<file path="src/common/attn_defs.svh">
/*
  lane count, tile edge, result FIFO depth and datapath widths
*/
`ifndef ATTN_DEFS_SVH
`define ATTN_DEFS_SVH

// lanes per beat, one element each
`define ATTN_N 4

// tile edge, a tile is M*M/N beats
`define ATTN_M 4

// result entries
`define ATTN_FIFO_DEPTH 4

`define ATTN_DATA_W 8
`define ATTN_ACC_W 24
`define ATTN_CNT_W 8

`endif

</file>
<file path="src/common/attn_pkg.sv">
/*
  vector typedefs, step and layer enums, control struct
*/
package attn_pkg;

  `include "attn_defs.svh"

  // one signed operand element
  typedef logic signed [`ATTN_DATA_W-1:0] data_t;

  // one beat of lanes
  typedef logic [`ATTN_N-1:0][`ATTN_DATA_W-1:0] data_vec_t;

  // accumulator, result and bias word
  typedef logic signed [`ATTN_ACC_W-1:0] acc_t;

  typedef logic [`ATTN_CNT_W-1:0] counter_t;

  // outstanding result credit, counts up to the depth
  typedef logic [$clog2(`ATTN_FIFO_DEPTH+1)-1:0] ongoing_t;

  typedef enum logic {
    Attention,
    Feedforward
  } layer_e;

  typedef enum logic [2:0] {
    Idle,
    Q,
    K,
    V,
    QK,
    AV,
    OW,
    FF
  } step_e;

  typedef struct packed {
    logic     start;
    layer_e   layer;
    counter_t tile_s; // sequence tiles
    counter_t tile_e; // embedding tiles
    counter_t tile_p; // projection tiles
    counter_t tile_f; // feed-forward tiles
  } ctrl_t;

endpackage

</file>
<file path="src/common/tile_ctrl_if.sv">
/*
  per-beat control from the tile controller to the MAC engine
*/
`timescale 1ns/1ns

interface tile_ctrl_if;

  logic calc_en;          // beat accepted
  logic first_inner_tile; // inner tile index is 0
  logic last_inner_tile;
  logic last_beat;        // final beat of a tile

  modport ctrl (
    output calc_en,
    output first_inner_tile,
    output last_inner_tile,
    output last_beat
  );

  modport engine (
    input calc_en,
    input first_inner_tile,
    input last_inner_tile,
    input last_beat
  );

endinterface

</file>
<file path="src/verilog/tile_controller.sv">
/*
  step FSM with beat, inner, outer and softmax row counters,
  operand stream gating and result credit count
*/
`timescale 1ns/1ns

`include "attn_defs.svh"

module tile_controller (
  input  logic             clk_i,
  input  logic             rst_ni,
  input  attn_pkg::ctrl_t  ctrl_i,
  input  logic             inp_valid_i,
  input  logic             weight_valid_i,
  input  logic             bias_valid_i,
  output logic             inp_ready_o,
  output logic             weight_ready_o,
  output logic             bias_ready_o,
  input  logic             pop_i,
  tile_ctrl_if.ctrl        ctrl_o,
  output attn_pkg::step_e  step_o,
  output logic             busy_o
);

  import attn_pkg::*;

  localparam int BEATS = `ATTN_M * `ATTN_M / `ATTN_N;

  step_e    step_d, step_q;
  counter_t count_d, count_q;
  counter_t inner_d, inner_q;
  counter_t tile_d, tile_q;
  counter_t soft_d, soft_q;
  ongoing_t ongoing_d, ongoing_q;
  logic     busy_d, busy_q;

  counter_t inner_lim, outer_lim;
  logic     stall, accept;
  logic     first_inner, last_inner, last_beat;

  assign step_o = step_q;
  assign busy_o = busy_q;

  // tile loop bounds of the current step
  always_comb begin
    inner_lim = '0;
    outer_lim = '0;
    case (step_q)
      Q, K, V: begin
        inner_lim = ctrl_i.tile_e;
        outer_lim = counter_t'(ctrl_i.tile_s * ctrl_i.tile_p);
      end
      QK: begin
        inner_lim = ctrl_i.tile_p;
        outer_lim = ctrl_i.tile_s;
      end
      AV: begin
        inner_lim = ctrl_i.tile_s;
        outer_lim = ctrl_i.tile_p;
      end
      OW: begin
        inner_lim = ctrl_i.tile_p;
        outer_lim = counter_t'(ctrl_i.tile_s * ctrl_i.tile_e);
      end
      FF: begin
        inner_lim = ctrl_i.tile_e;
        outer_lim = counter_t'(ctrl_i.tile_s * ctrl_i.tile_f);
      end
      default: ;
    endcase
  end

  assign first_inner = (inner_q == '0);
  assign last_inner  = (inner_q == counter_t'(inner_lim - 1'b1));
  assign last_beat   = (count_q == counter_t'(BEATS - 1));

  // no beats while idle or while the result FIFO may be full
  assign stall = (step_q == Idle) || (ongoing_q >= ongoing_t'(`ATTN_FIFO_DEPTH));

  // each ready follows the valids of its partners
  assign inp_ready_o    = !stall && weight_valid_i && bias_valid_i;
  assign weight_ready_o = !stall && inp_valid_i && bias_valid_i;
  assign bias_ready_o   = !stall && inp_valid_i && weight_valid_i;
  assign accept         = !stall && inp_valid_i && weight_valid_i && bias_valid_i;

  assign ctrl_o.calc_en          = accept;
  assign ctrl_o.first_inner_tile = first_inner;
  assign ctrl_o.last_inner_tile  = last_inner;
  assign ctrl_o.last_beat        = last_beat;

  always_comb begin
    step_d    = step_q;
    count_d   = count_q;
    inner_d   = inner_q;
    tile_d    = tile_q;
    soft_d    = soft_q;
    ongoing_d = ongoing_q;
    busy_d    = busy_q;

    if (ctrl_i.start || accept) begin
      busy_d = 1'b1;
    end

    if (accept) begin
      count_d = count_q + 1'b1;
      if (last_beat) begin
        count_d = '0;
        busy_d  = 1'b0; // tile done
        inner_d = inner_q + 1'b1;
        if (last_inner) begin
          inner_d = '0;
          tile_d  = tile_q + 1'b1;
          if (tile_q == counter_t'(outer_lim - 1'b1)) begin // end of step
            tile_d = '0;
            case (step_q)
              Q:  step_d = K;
              K:  step_d = V;
              V:  step_d = QK;
              QK: step_d = AV;
              AV: begin
                soft_d = soft_q + 1'b1;
                step_d = QK;
                if (soft_q == counter_t'(ctrl_i.tile_s - 1'b1)) begin
                  soft_d = '0;
                  step_d = OW;
                end
              end
              default: step_d = Idle; // OW, FF
            endcase
          end
        end
      end
    end

    if (step_q == Idle) begin
      busy_d = ctrl_i.start;
      if (ctrl_i.start) begin
        step_d = (ctrl_i.layer == Attention) ? Q : FF;
      end
    end

    // credit in beats of last inner tiles, a pop frees a whole tile
    if (accept && last_inner) begin
      ongoing_d = ongoing_d + 1'b1;
    end
    if (pop_i) begin
      ongoing_d = ongoing_d - ongoing_t'(BEATS);
    end
  end

  always_ff @(posedge clk_i or negedge rst_ni) begin
    if (!rst_ni) begin
      step_q    <= Idle;
      count_q   <= '0;
      inner_q   <= '0;
      tile_q    <= '0;
      soft_q    <= '0;
      ongoing_q <= '0;
      busy_q    <= 1'b0;
    end else begin
      step_q    <= step_d;
      count_q   <= count_d;
      inner_q   <= inner_d;
      tile_q    <= tile_d;
      soft_q    <= soft_d;
      ongoing_q <= ongoing_d;
      busy_q    <= busy_d;
    end
  end

  a_credit_bound: assert property (@(posedge clk_i) disable iff (!rst_ni)
    ongoing_q <= ongoing_t'(`ATTN_FIFO_DEPTH))
    else $error("result credit above FIFO depth");

  a_idle_needs_start: assert property (@(posedge clk_i) disable iff (!rst_ni)
    (step_q == Idle && !ctrl_i.start) |=> (step_q == Idle))
    else $error("step left Idle without start");

endmodule

</file>
<file path="src/verilog/mac_engine.sv">
/*
  lane dot product with accumulation over inner tiles,
  bias add and result push at the end of an outer tile
*/
`timescale 1ns/1ns

`include "attn_defs.svh"

module mac_engine (
  input  logic              clk_i,
  input  logic              rst_ni,
  tile_ctrl_if.engine       ctrl_i,
  input  attn_pkg::data_vec_t inp_i,
  input  attn_pkg::data_vec_t weight_i,
  input  attn_pkg::acc_t    bias_i,
  output logic              push_o,
  output attn_pkg::acc_t    result_o
);

  import attn_pkg::*;

  localparam int BEATS = `ATTN_M * `ATTN_M / `ATTN_N;

  acc_t dot;
  acc_t acc_d, acc_q;
  acc_t result_q;
  logic first_beat_q; // next beat opens a tile
  logic push_q;
  logic clear;

  // signed lane products summed in accumulator width
  always_comb begin
    dot = '0;
    for (int l = 0; l < `ATTN_N; l++) begin
      dot = dot + acc_t'(data_t'(inp_i[l])) * acc_t'(data_t'(weight_i[l]));
    end
  end

  assign clear = ctrl_i.first_inner_tile && first_beat_q;
  assign acc_d = (clear ? acc_t'(0) : acc_q) + dot;

  always_ff @(posedge clk_i or negedge rst_ni) begin
    if (!rst_ni) begin
      first_beat_q <= 1'b1;
      push_q       <= 1'b0;
    end else begin
      push_q <= ctrl_i.calc_en && ctrl_i.last_inner_tile && ctrl_i.last_beat;
      if (ctrl_i.calc_en) begin
        first_beat_q <= ctrl_i.last_beat;
      end
    end
  end

  always_ff @(posedge clk_i) begin
    if (ctrl_i.calc_en) begin
      acc_q <= acc_d;
      if (ctrl_i.last_inner_tile && ctrl_i.last_beat) begin
        result_q <= acc_d + bias_i; // bias of the final beat
      end
    end
  end

  assign push_o   = push_q;
  assign result_o = result_q;

  a_push_spacing: assert property (@(posedge clk_i) disable iff (!rst_ni)
    (BEATS > 1 && push_q) |=> !push_q)
    else $error("result pushed in two consecutive cycles");

endmodule

</file>
<file path="src/verilog/result_fifo.sv">
/*
  circular result buffer with read/write pointers and fill count
*/
`timescale 1ns/1ns

`include "attn_defs.svh"

module result_fifo (
  input  logic           clk_i,
  input  logic           rst_ni,
  input  logic           push_i,
  input  attn_pkg::acc_t data_i,
  output attn_pkg::acc_t data_o,
  output logic           valid_o,
  input  logic           ready_i,
  output logic           pop_o
);

  import attn_pkg::*;

  localparam int DEPTH = `ATTN_FIFO_DEPTH;
  localparam int PTR_W = (DEPTH > 1) ? $clog2(DEPTH) : 1;
  localparam int CNT_W = $clog2(DEPTH + 1);

  acc_t             mem [DEPTH];
  logic [PTR_W-1:0] wr_ptr_q, rd_ptr_q;
  logic [CNT_W-1:0] fill_q;
  logic             full;

  assign full    = (fill_q == CNT_W'(DEPTH));
  assign valid_o = (fill_q != '0);
  assign pop_o   = valid_o && ready_i;
  assign data_o  = mem[rd_ptr_q];

  always_ff @(posedge clk_i or negedge rst_ni) begin
    if (!rst_ni) begin
      wr_ptr_q <= '0;
      rd_ptr_q <= '0;
      fill_q   <= '0;
    end else begin
      if (push_i) begin
        wr_ptr_q <= (wr_ptr_q == PTR_W'(DEPTH - 1)) ? '0 : wr_ptr_q + 1'b1;
      end
      if (pop_o) begin
        rd_ptr_q <= (rd_ptr_q == PTR_W'(DEPTH - 1)) ? '0 : rd_ptr_q + 1'b1;
      end
      fill_q <= fill_q + CNT_W'(push_i) - CNT_W'(pop_o);
    end
  end

  always_ff @(posedge clk_i) begin
    if (push_i) begin
      mem[wr_ptr_q] <= data_i;
    end
  end

  a_no_overflow: assert property (@(posedge clk_i) disable iff (!rst_ni)
    !(push_i && full))
    else $error("push into full result FIFO");

endmodule

</file>
<file path="src/verilog/attn_core_top.sv">
/*
  top level, tile controller, MAC engine and result FIFO
*/
`timescale 1ns/1ns

module attn_core_top (
  input  logic                clk_i,
  input  logic                rst_ni,
  input  logic                start_i,
  input  attn_pkg::layer_e    layer_i,
  input  attn_pkg::counter_t  tile_s_i,
  input  attn_pkg::counter_t  tile_e_i,
  input  attn_pkg::counter_t  tile_p_i,
  input  attn_pkg::counter_t  tile_f_i,
  input  attn_pkg::data_vec_t inp_i,
  input  logic                inp_valid_i,
  output logic                inp_ready_o,
  input  attn_pkg::data_vec_t weight_i,
  input  logic                weight_valid_i,
  output logic                weight_ready_o,
  input  attn_pkg::acc_t      bias_i,
  input  logic                bias_valid_i,
  output logic                bias_ready_o,
  output attn_pkg::acc_t      oup_o,
  output logic                oup_valid_o,
  input  logic                oup_ready_i,
  output attn_pkg::step_e     step_o,
  output logic                busy_o
);

  import attn_pkg::*;

  ctrl_t ctrl;
  logic  push;
  acc_t  result;
  logic  pop;

  assign ctrl = '{
    start:  start_i,
    layer:  layer_i,
    tile_s: tile_s_i,
    tile_e: tile_e_i,
    tile_p: tile_p_i,
    tile_f: tile_f_i
  };

  tile_ctrl_if u_tile_ctrl_if ();

  tile_controller u_tile_controller (
    .clk_i          (clk_i),
    .rst_ni         (rst_ni),
    .ctrl_i         (ctrl),
    .inp_valid_i    (inp_valid_i),
    .weight_valid_i (weight_valid_i),
    .bias_valid_i   (bias_valid_i),
    .inp_ready_o    (inp_ready_o),
    .weight_ready_o (weight_ready_o),
    .bias_ready_o   (bias_ready_o),
    .pop_i          (pop),
    .ctrl_o         (u_tile_ctrl_if.ctrl),
    .step_o         (step_o),
    .busy_o         (busy_o)
  );

  mac_engine u_mac_engine (
    .clk_i    (clk_i),
    .rst_ni   (rst_ni),
    .ctrl_i   (u_tile_ctrl_if.engine),
    .inp_i    (inp_i),
    .weight_i (weight_i),
    .bias_i   (bias_i),
    .push_o   (push),
    .result_o (result)
  );

  result_fifo u_result_fifo (
    .clk_i   (clk_i),
    .rst_ni  (rst_ni),
    .push_i  (push),
    .data_i  (result),
    .data_o  (oup_o),
    .valid_o (oup_valid_o),
    .ready_i (oup_ready_i),
    .pop_o   (pop)
  );

endmodule

</file>
<file path="config.mk">
export PLATFORM = sky130hd
export DESIGN_NAME = attn_core_top
export DESIGN_NICKNAME = d
export VERILOG_FILES = /design/src/common/attn_pkg.sv /design/src/common/tile_ctrl_if.sv /design/src/verilog/tile_controller.sv /design/src/verilog/mac_engine.sv /design/src/verilog/result_fifo.sv /design/src/verilog/attn_core_top.sv
export VERILOG_INCLUDE_DIRS = /design/src /design/src/common
export SDC_FILE = /design/constraint.sdc
export NUM_CORES = 1
export LEC_CHECK = 0
export BUFFER_PORTS_ARGS = -buffer_cell sky130_fd_sc_hd__buf_2
export CAP_MARGIN = 5
export CORE_MARGIN = 2
export CORE_UTILIZATION = 50
export CTS_BUF_LIST = sky130_fd_sc_hd__clkbuf_8
export CTS_CLUSTER_DIAMETER = 60
export DETAILED_ROUTE_END_ITERATION = 10
export HOLD_SLACK_MARGIN = 0.1
export PLACE_DENSITY = 0.68
export RECOVER_POWER = 100
export SLEW_MARGIN = 20
export SYNTH_ARGS = -nofsm -noshare
export SYNTH_HDL_FRONTEND = slang
export SYNTH_SLANG_ARGS = --single-unit
</file>
<file path="constraint.sdc">
create_clock -name clk_i -period 20 [get_ports clk_i]
set_clock_uncertainty 0.2 [all_clocks]
set_input_delay 2 -clock clk_i [delete_from_list [all_inputs] [get_ports clk_i]]
set_output_delay 2 -clock clk_i [all_outputs]
set_load 0.02 [all_outputs]
</file>
==> results.cfg <==
[outcome]
status = finished with violations
violations = max-capacitance violations, max-slew violations

[hold_path]
hold-path-cell-count = 2
hp-class = reg2reg
min_from = u_mac_engine.first_beat_q

[floorplan]
die_w_um = 228.6
dieArea_sq_um = 52270
placementRows = 82
start_util_pct = 50.50
die_y_um = 228.6
ioPinCount = 160
core-area_sq_um = 49970

[clocking]
clk_pin_slew_ns = 0.11
cts.path.max_buffers = 2
cts_resized = 0
post_cts_buffers = 0
cts_sinks = 192
cts-root-buf = clkbuf_8
cts_buffers = 17
clk_latency_ns = 0.49
tritoncts = built
cts_hold_buffers = 0
cts_max_level = 4

[global_route]
grt_pass1_vias = 18250
grt_max_degree = 49
grt-ovfl-total = 0
grt_pass1_wl_um = 92490
grt_use_total_pct = 21.81
antenna_found_initial = 0

[logic_synthesis]
synth.distinct_cells = 88
syn-cell-area_sq_um = 25230
synth_edf_count = 144
synth_ff_type = edfxtp_1
synthCells = 2503
seq_area_frac_synth_pct = 21.90
async_flop_share_pct = 25.00
synth-seq-cells = 192
synth_nets = 3184
synth.avg_cell_area_sq_um = 10.08
synth_warnings = 0

[sta]
max_freq_ghz = 0.08792
finalHoldViolCount = 0
final.setup.tns_ns = 0
rsz0062_at_grt = no
post-route-period-util_pct = 56.87
slew_headroom_pct = -77.21
finalCriticalPeriod_ns = 11.37
setup_viol = 0
tightest_slew_ns = 2.658
report.final.slew_viol_count = 258

[route]
wl_per_cell_um = 16.62
drtIter0Drc = 892
viasPerCell = 5.299
vias = 17650
drt.antenna.violating_nets = 0
drtPass1Iterations = 5
drt_wl_total_um = 55330
drc = 0

[cells_and_area]
drive_gt1_share_pct = 8.239
seq_area_sq_um = 5528
syn_to_final_growth_pct = 7.146
fillers = 4535
multiInputGateArea_sq_um = 17630
final_util_pct = 54.10
num_antenna_cells = 0
nets = 3326

[setup_path]
critPathLaunchType = input port
crit_slowest_cell = xnor2_1
r2r-start = u_tile_controller.inner_q[0]
path_common_cell = fa_1
endpoint_kind = flop
slowest_delay_ns = 0.74
worstSetupPathType = in2reg
startpoint = inp_i[28]
critPathMaxFanout = 8
cp.required_ns = 20.03
ff2ff_path_depth = 30
crit_arrival_ns = 11.40

[placement]
hpwlAfterDp_um = 45690
gp_congestion = 0.9076
port_buffers = 159

[job]
maxCapViolCount = 9
through the flow:
stage          instance area (sq um)  hold WS [ns]  std cells  worst slack [ns]
3_5_place_dp                   26730        0.2586       3298             8.134
4_1_cts                        27180        0.2775       3330             8.669
3_3_place_gp                   26730        0.2499       3298             8.374
2_1_floorplan                  25230        0.2358       2503             9.053
5_1_grt                        27030        0.3001       3330             7.959
6_report                       27030        0.2730       3330             8.626
worst max-delay path, delay by kind of cell:
kind,cells,cell delay (ns)
buf+inv,7,0.66
fa+ha+maj,10,4.44
xor+xnor,4,1.17
simple gates,5,0.82
compound gates,12,2.30
layout by cell type (no fill, tap or decap), drive strengths merged, types with 13 or more instances in the layout:
master    n
buf     130
o21a     13
nor2     90
dfrtp    47
fa      326
clkbuf   60
ha      227
xnor2   153
a21o     32
nand4    16
o21ai    75
nand3    33
nand2   182
nor2b    13
and3     16
and2    246
nand2b   37
nor3     33
edfxtp  144
xor2     41
a21oi    76
inv     477
mux4     29
cell families (layout without fill, tap and decap cells):
group           count (synthesis)  in the layout  synth area share [%]
compound gates                296            296                 8.044
xor+xnor                      199            199                 7.211
fa+ha+maj                     553            553                 37.12
buf+inv                       520            675                 7.944
flops                         192            192                 21.90
mux                            38             38                 2.980
simple gates                  705            705                 14.79
per-layer routing:
metal | track usage (%) | share of wire, % | wire [um] | vias to the layer above
li1 | - | - | - | 8384
met1 | 29.86 | 46 | 25180 | 8894
met2 | 38.37 | 50 | 27800 | 316
met3 | 1.497 | 2.9 | 1606 | 53
met4 | 4.289 | 1.4 | 748 | 0
met5 | 0 | 0 | 0 | -
Yosys cell counts, types with 12 or more instances:
cell	count	area [sq um]
a211oi_1	12	90.09
a21o_1	32	240.2
a21oi_1	74	370.4
and2_1	246	1539
and3_1	15	93.84
clkbuf_1	32	120.1
dfrtp_1	47	1176
edfxtp_1	144	4324
fa_1	326	6526
ha_1	227	2840
inv_1	468	1757
mux4_2	29	653.1
nand2_1	181	679.4
nand2b_1	36	225.2
nand3_1	32	160.2
nand4_1	15	93.84
nor2_1	90	337.8
nor2b_1	13	81.33
nor3_1	32	160.2
o21a_1	13	97.59
o21ai_0	67	335.3
o21bai_1	12	90.09
xnor2_1	152	1331
xor2_1	41	359.1
registers in the layout (all words and copies together), names as in the netlist:
register / count
u_result_fifo.mem: 96
u_mac_engine.acc_q: 24
u_mac_engine.result_o: 24
u_tile_controller.count_q: 8
u_tile_controller.inner_q: 8
u_tile_controller.soft_q: 8
u_tile_controller.tile_q: 8
u_result_fifo.fill_q: 3
u_tile_controller.ongoing_q: 3
u_tile_controller.step_o: 3
u_result_fifo.rd_ptr_q: 2
u_result_fifo.wr_ptr_q: 2
u_mac_engine.first_beat_q: 1
u_mac_engine.push_o: 1
u_tile_controller.busy_o: 1
final timing paths:
kind / slack, ns / endpoint
worst max register to register: 12.06 / u_mac_engine.result_o[23]
max in group asynchronous: 15.66 / u_result_fifo.rd_ptr_q[1]
worst max-delay path: 8.63 / u_mac_engine.result_o[23]
worst min-delay path: 0.27 / u_mac_engine.first_beat_q
min in group asynchronous: 2.25 / u_tile_controller.soft_q[7]
worst min register to register: 0.27 / u_mac_engine.first_beat_q
cell type report:
cell class,count,area share [%]
sequential,192,20.45
multi-input combinational,1791,65.21
timing repair buffer,173,3.041
clock inverter,15,0.7961
clock buffer,17,0.8655
tap,672,3.110
inverter,470,6.526
Power is not shown: default switching activity piles up to over one toggle a cycle in this logic, so the estimate is an artifact.
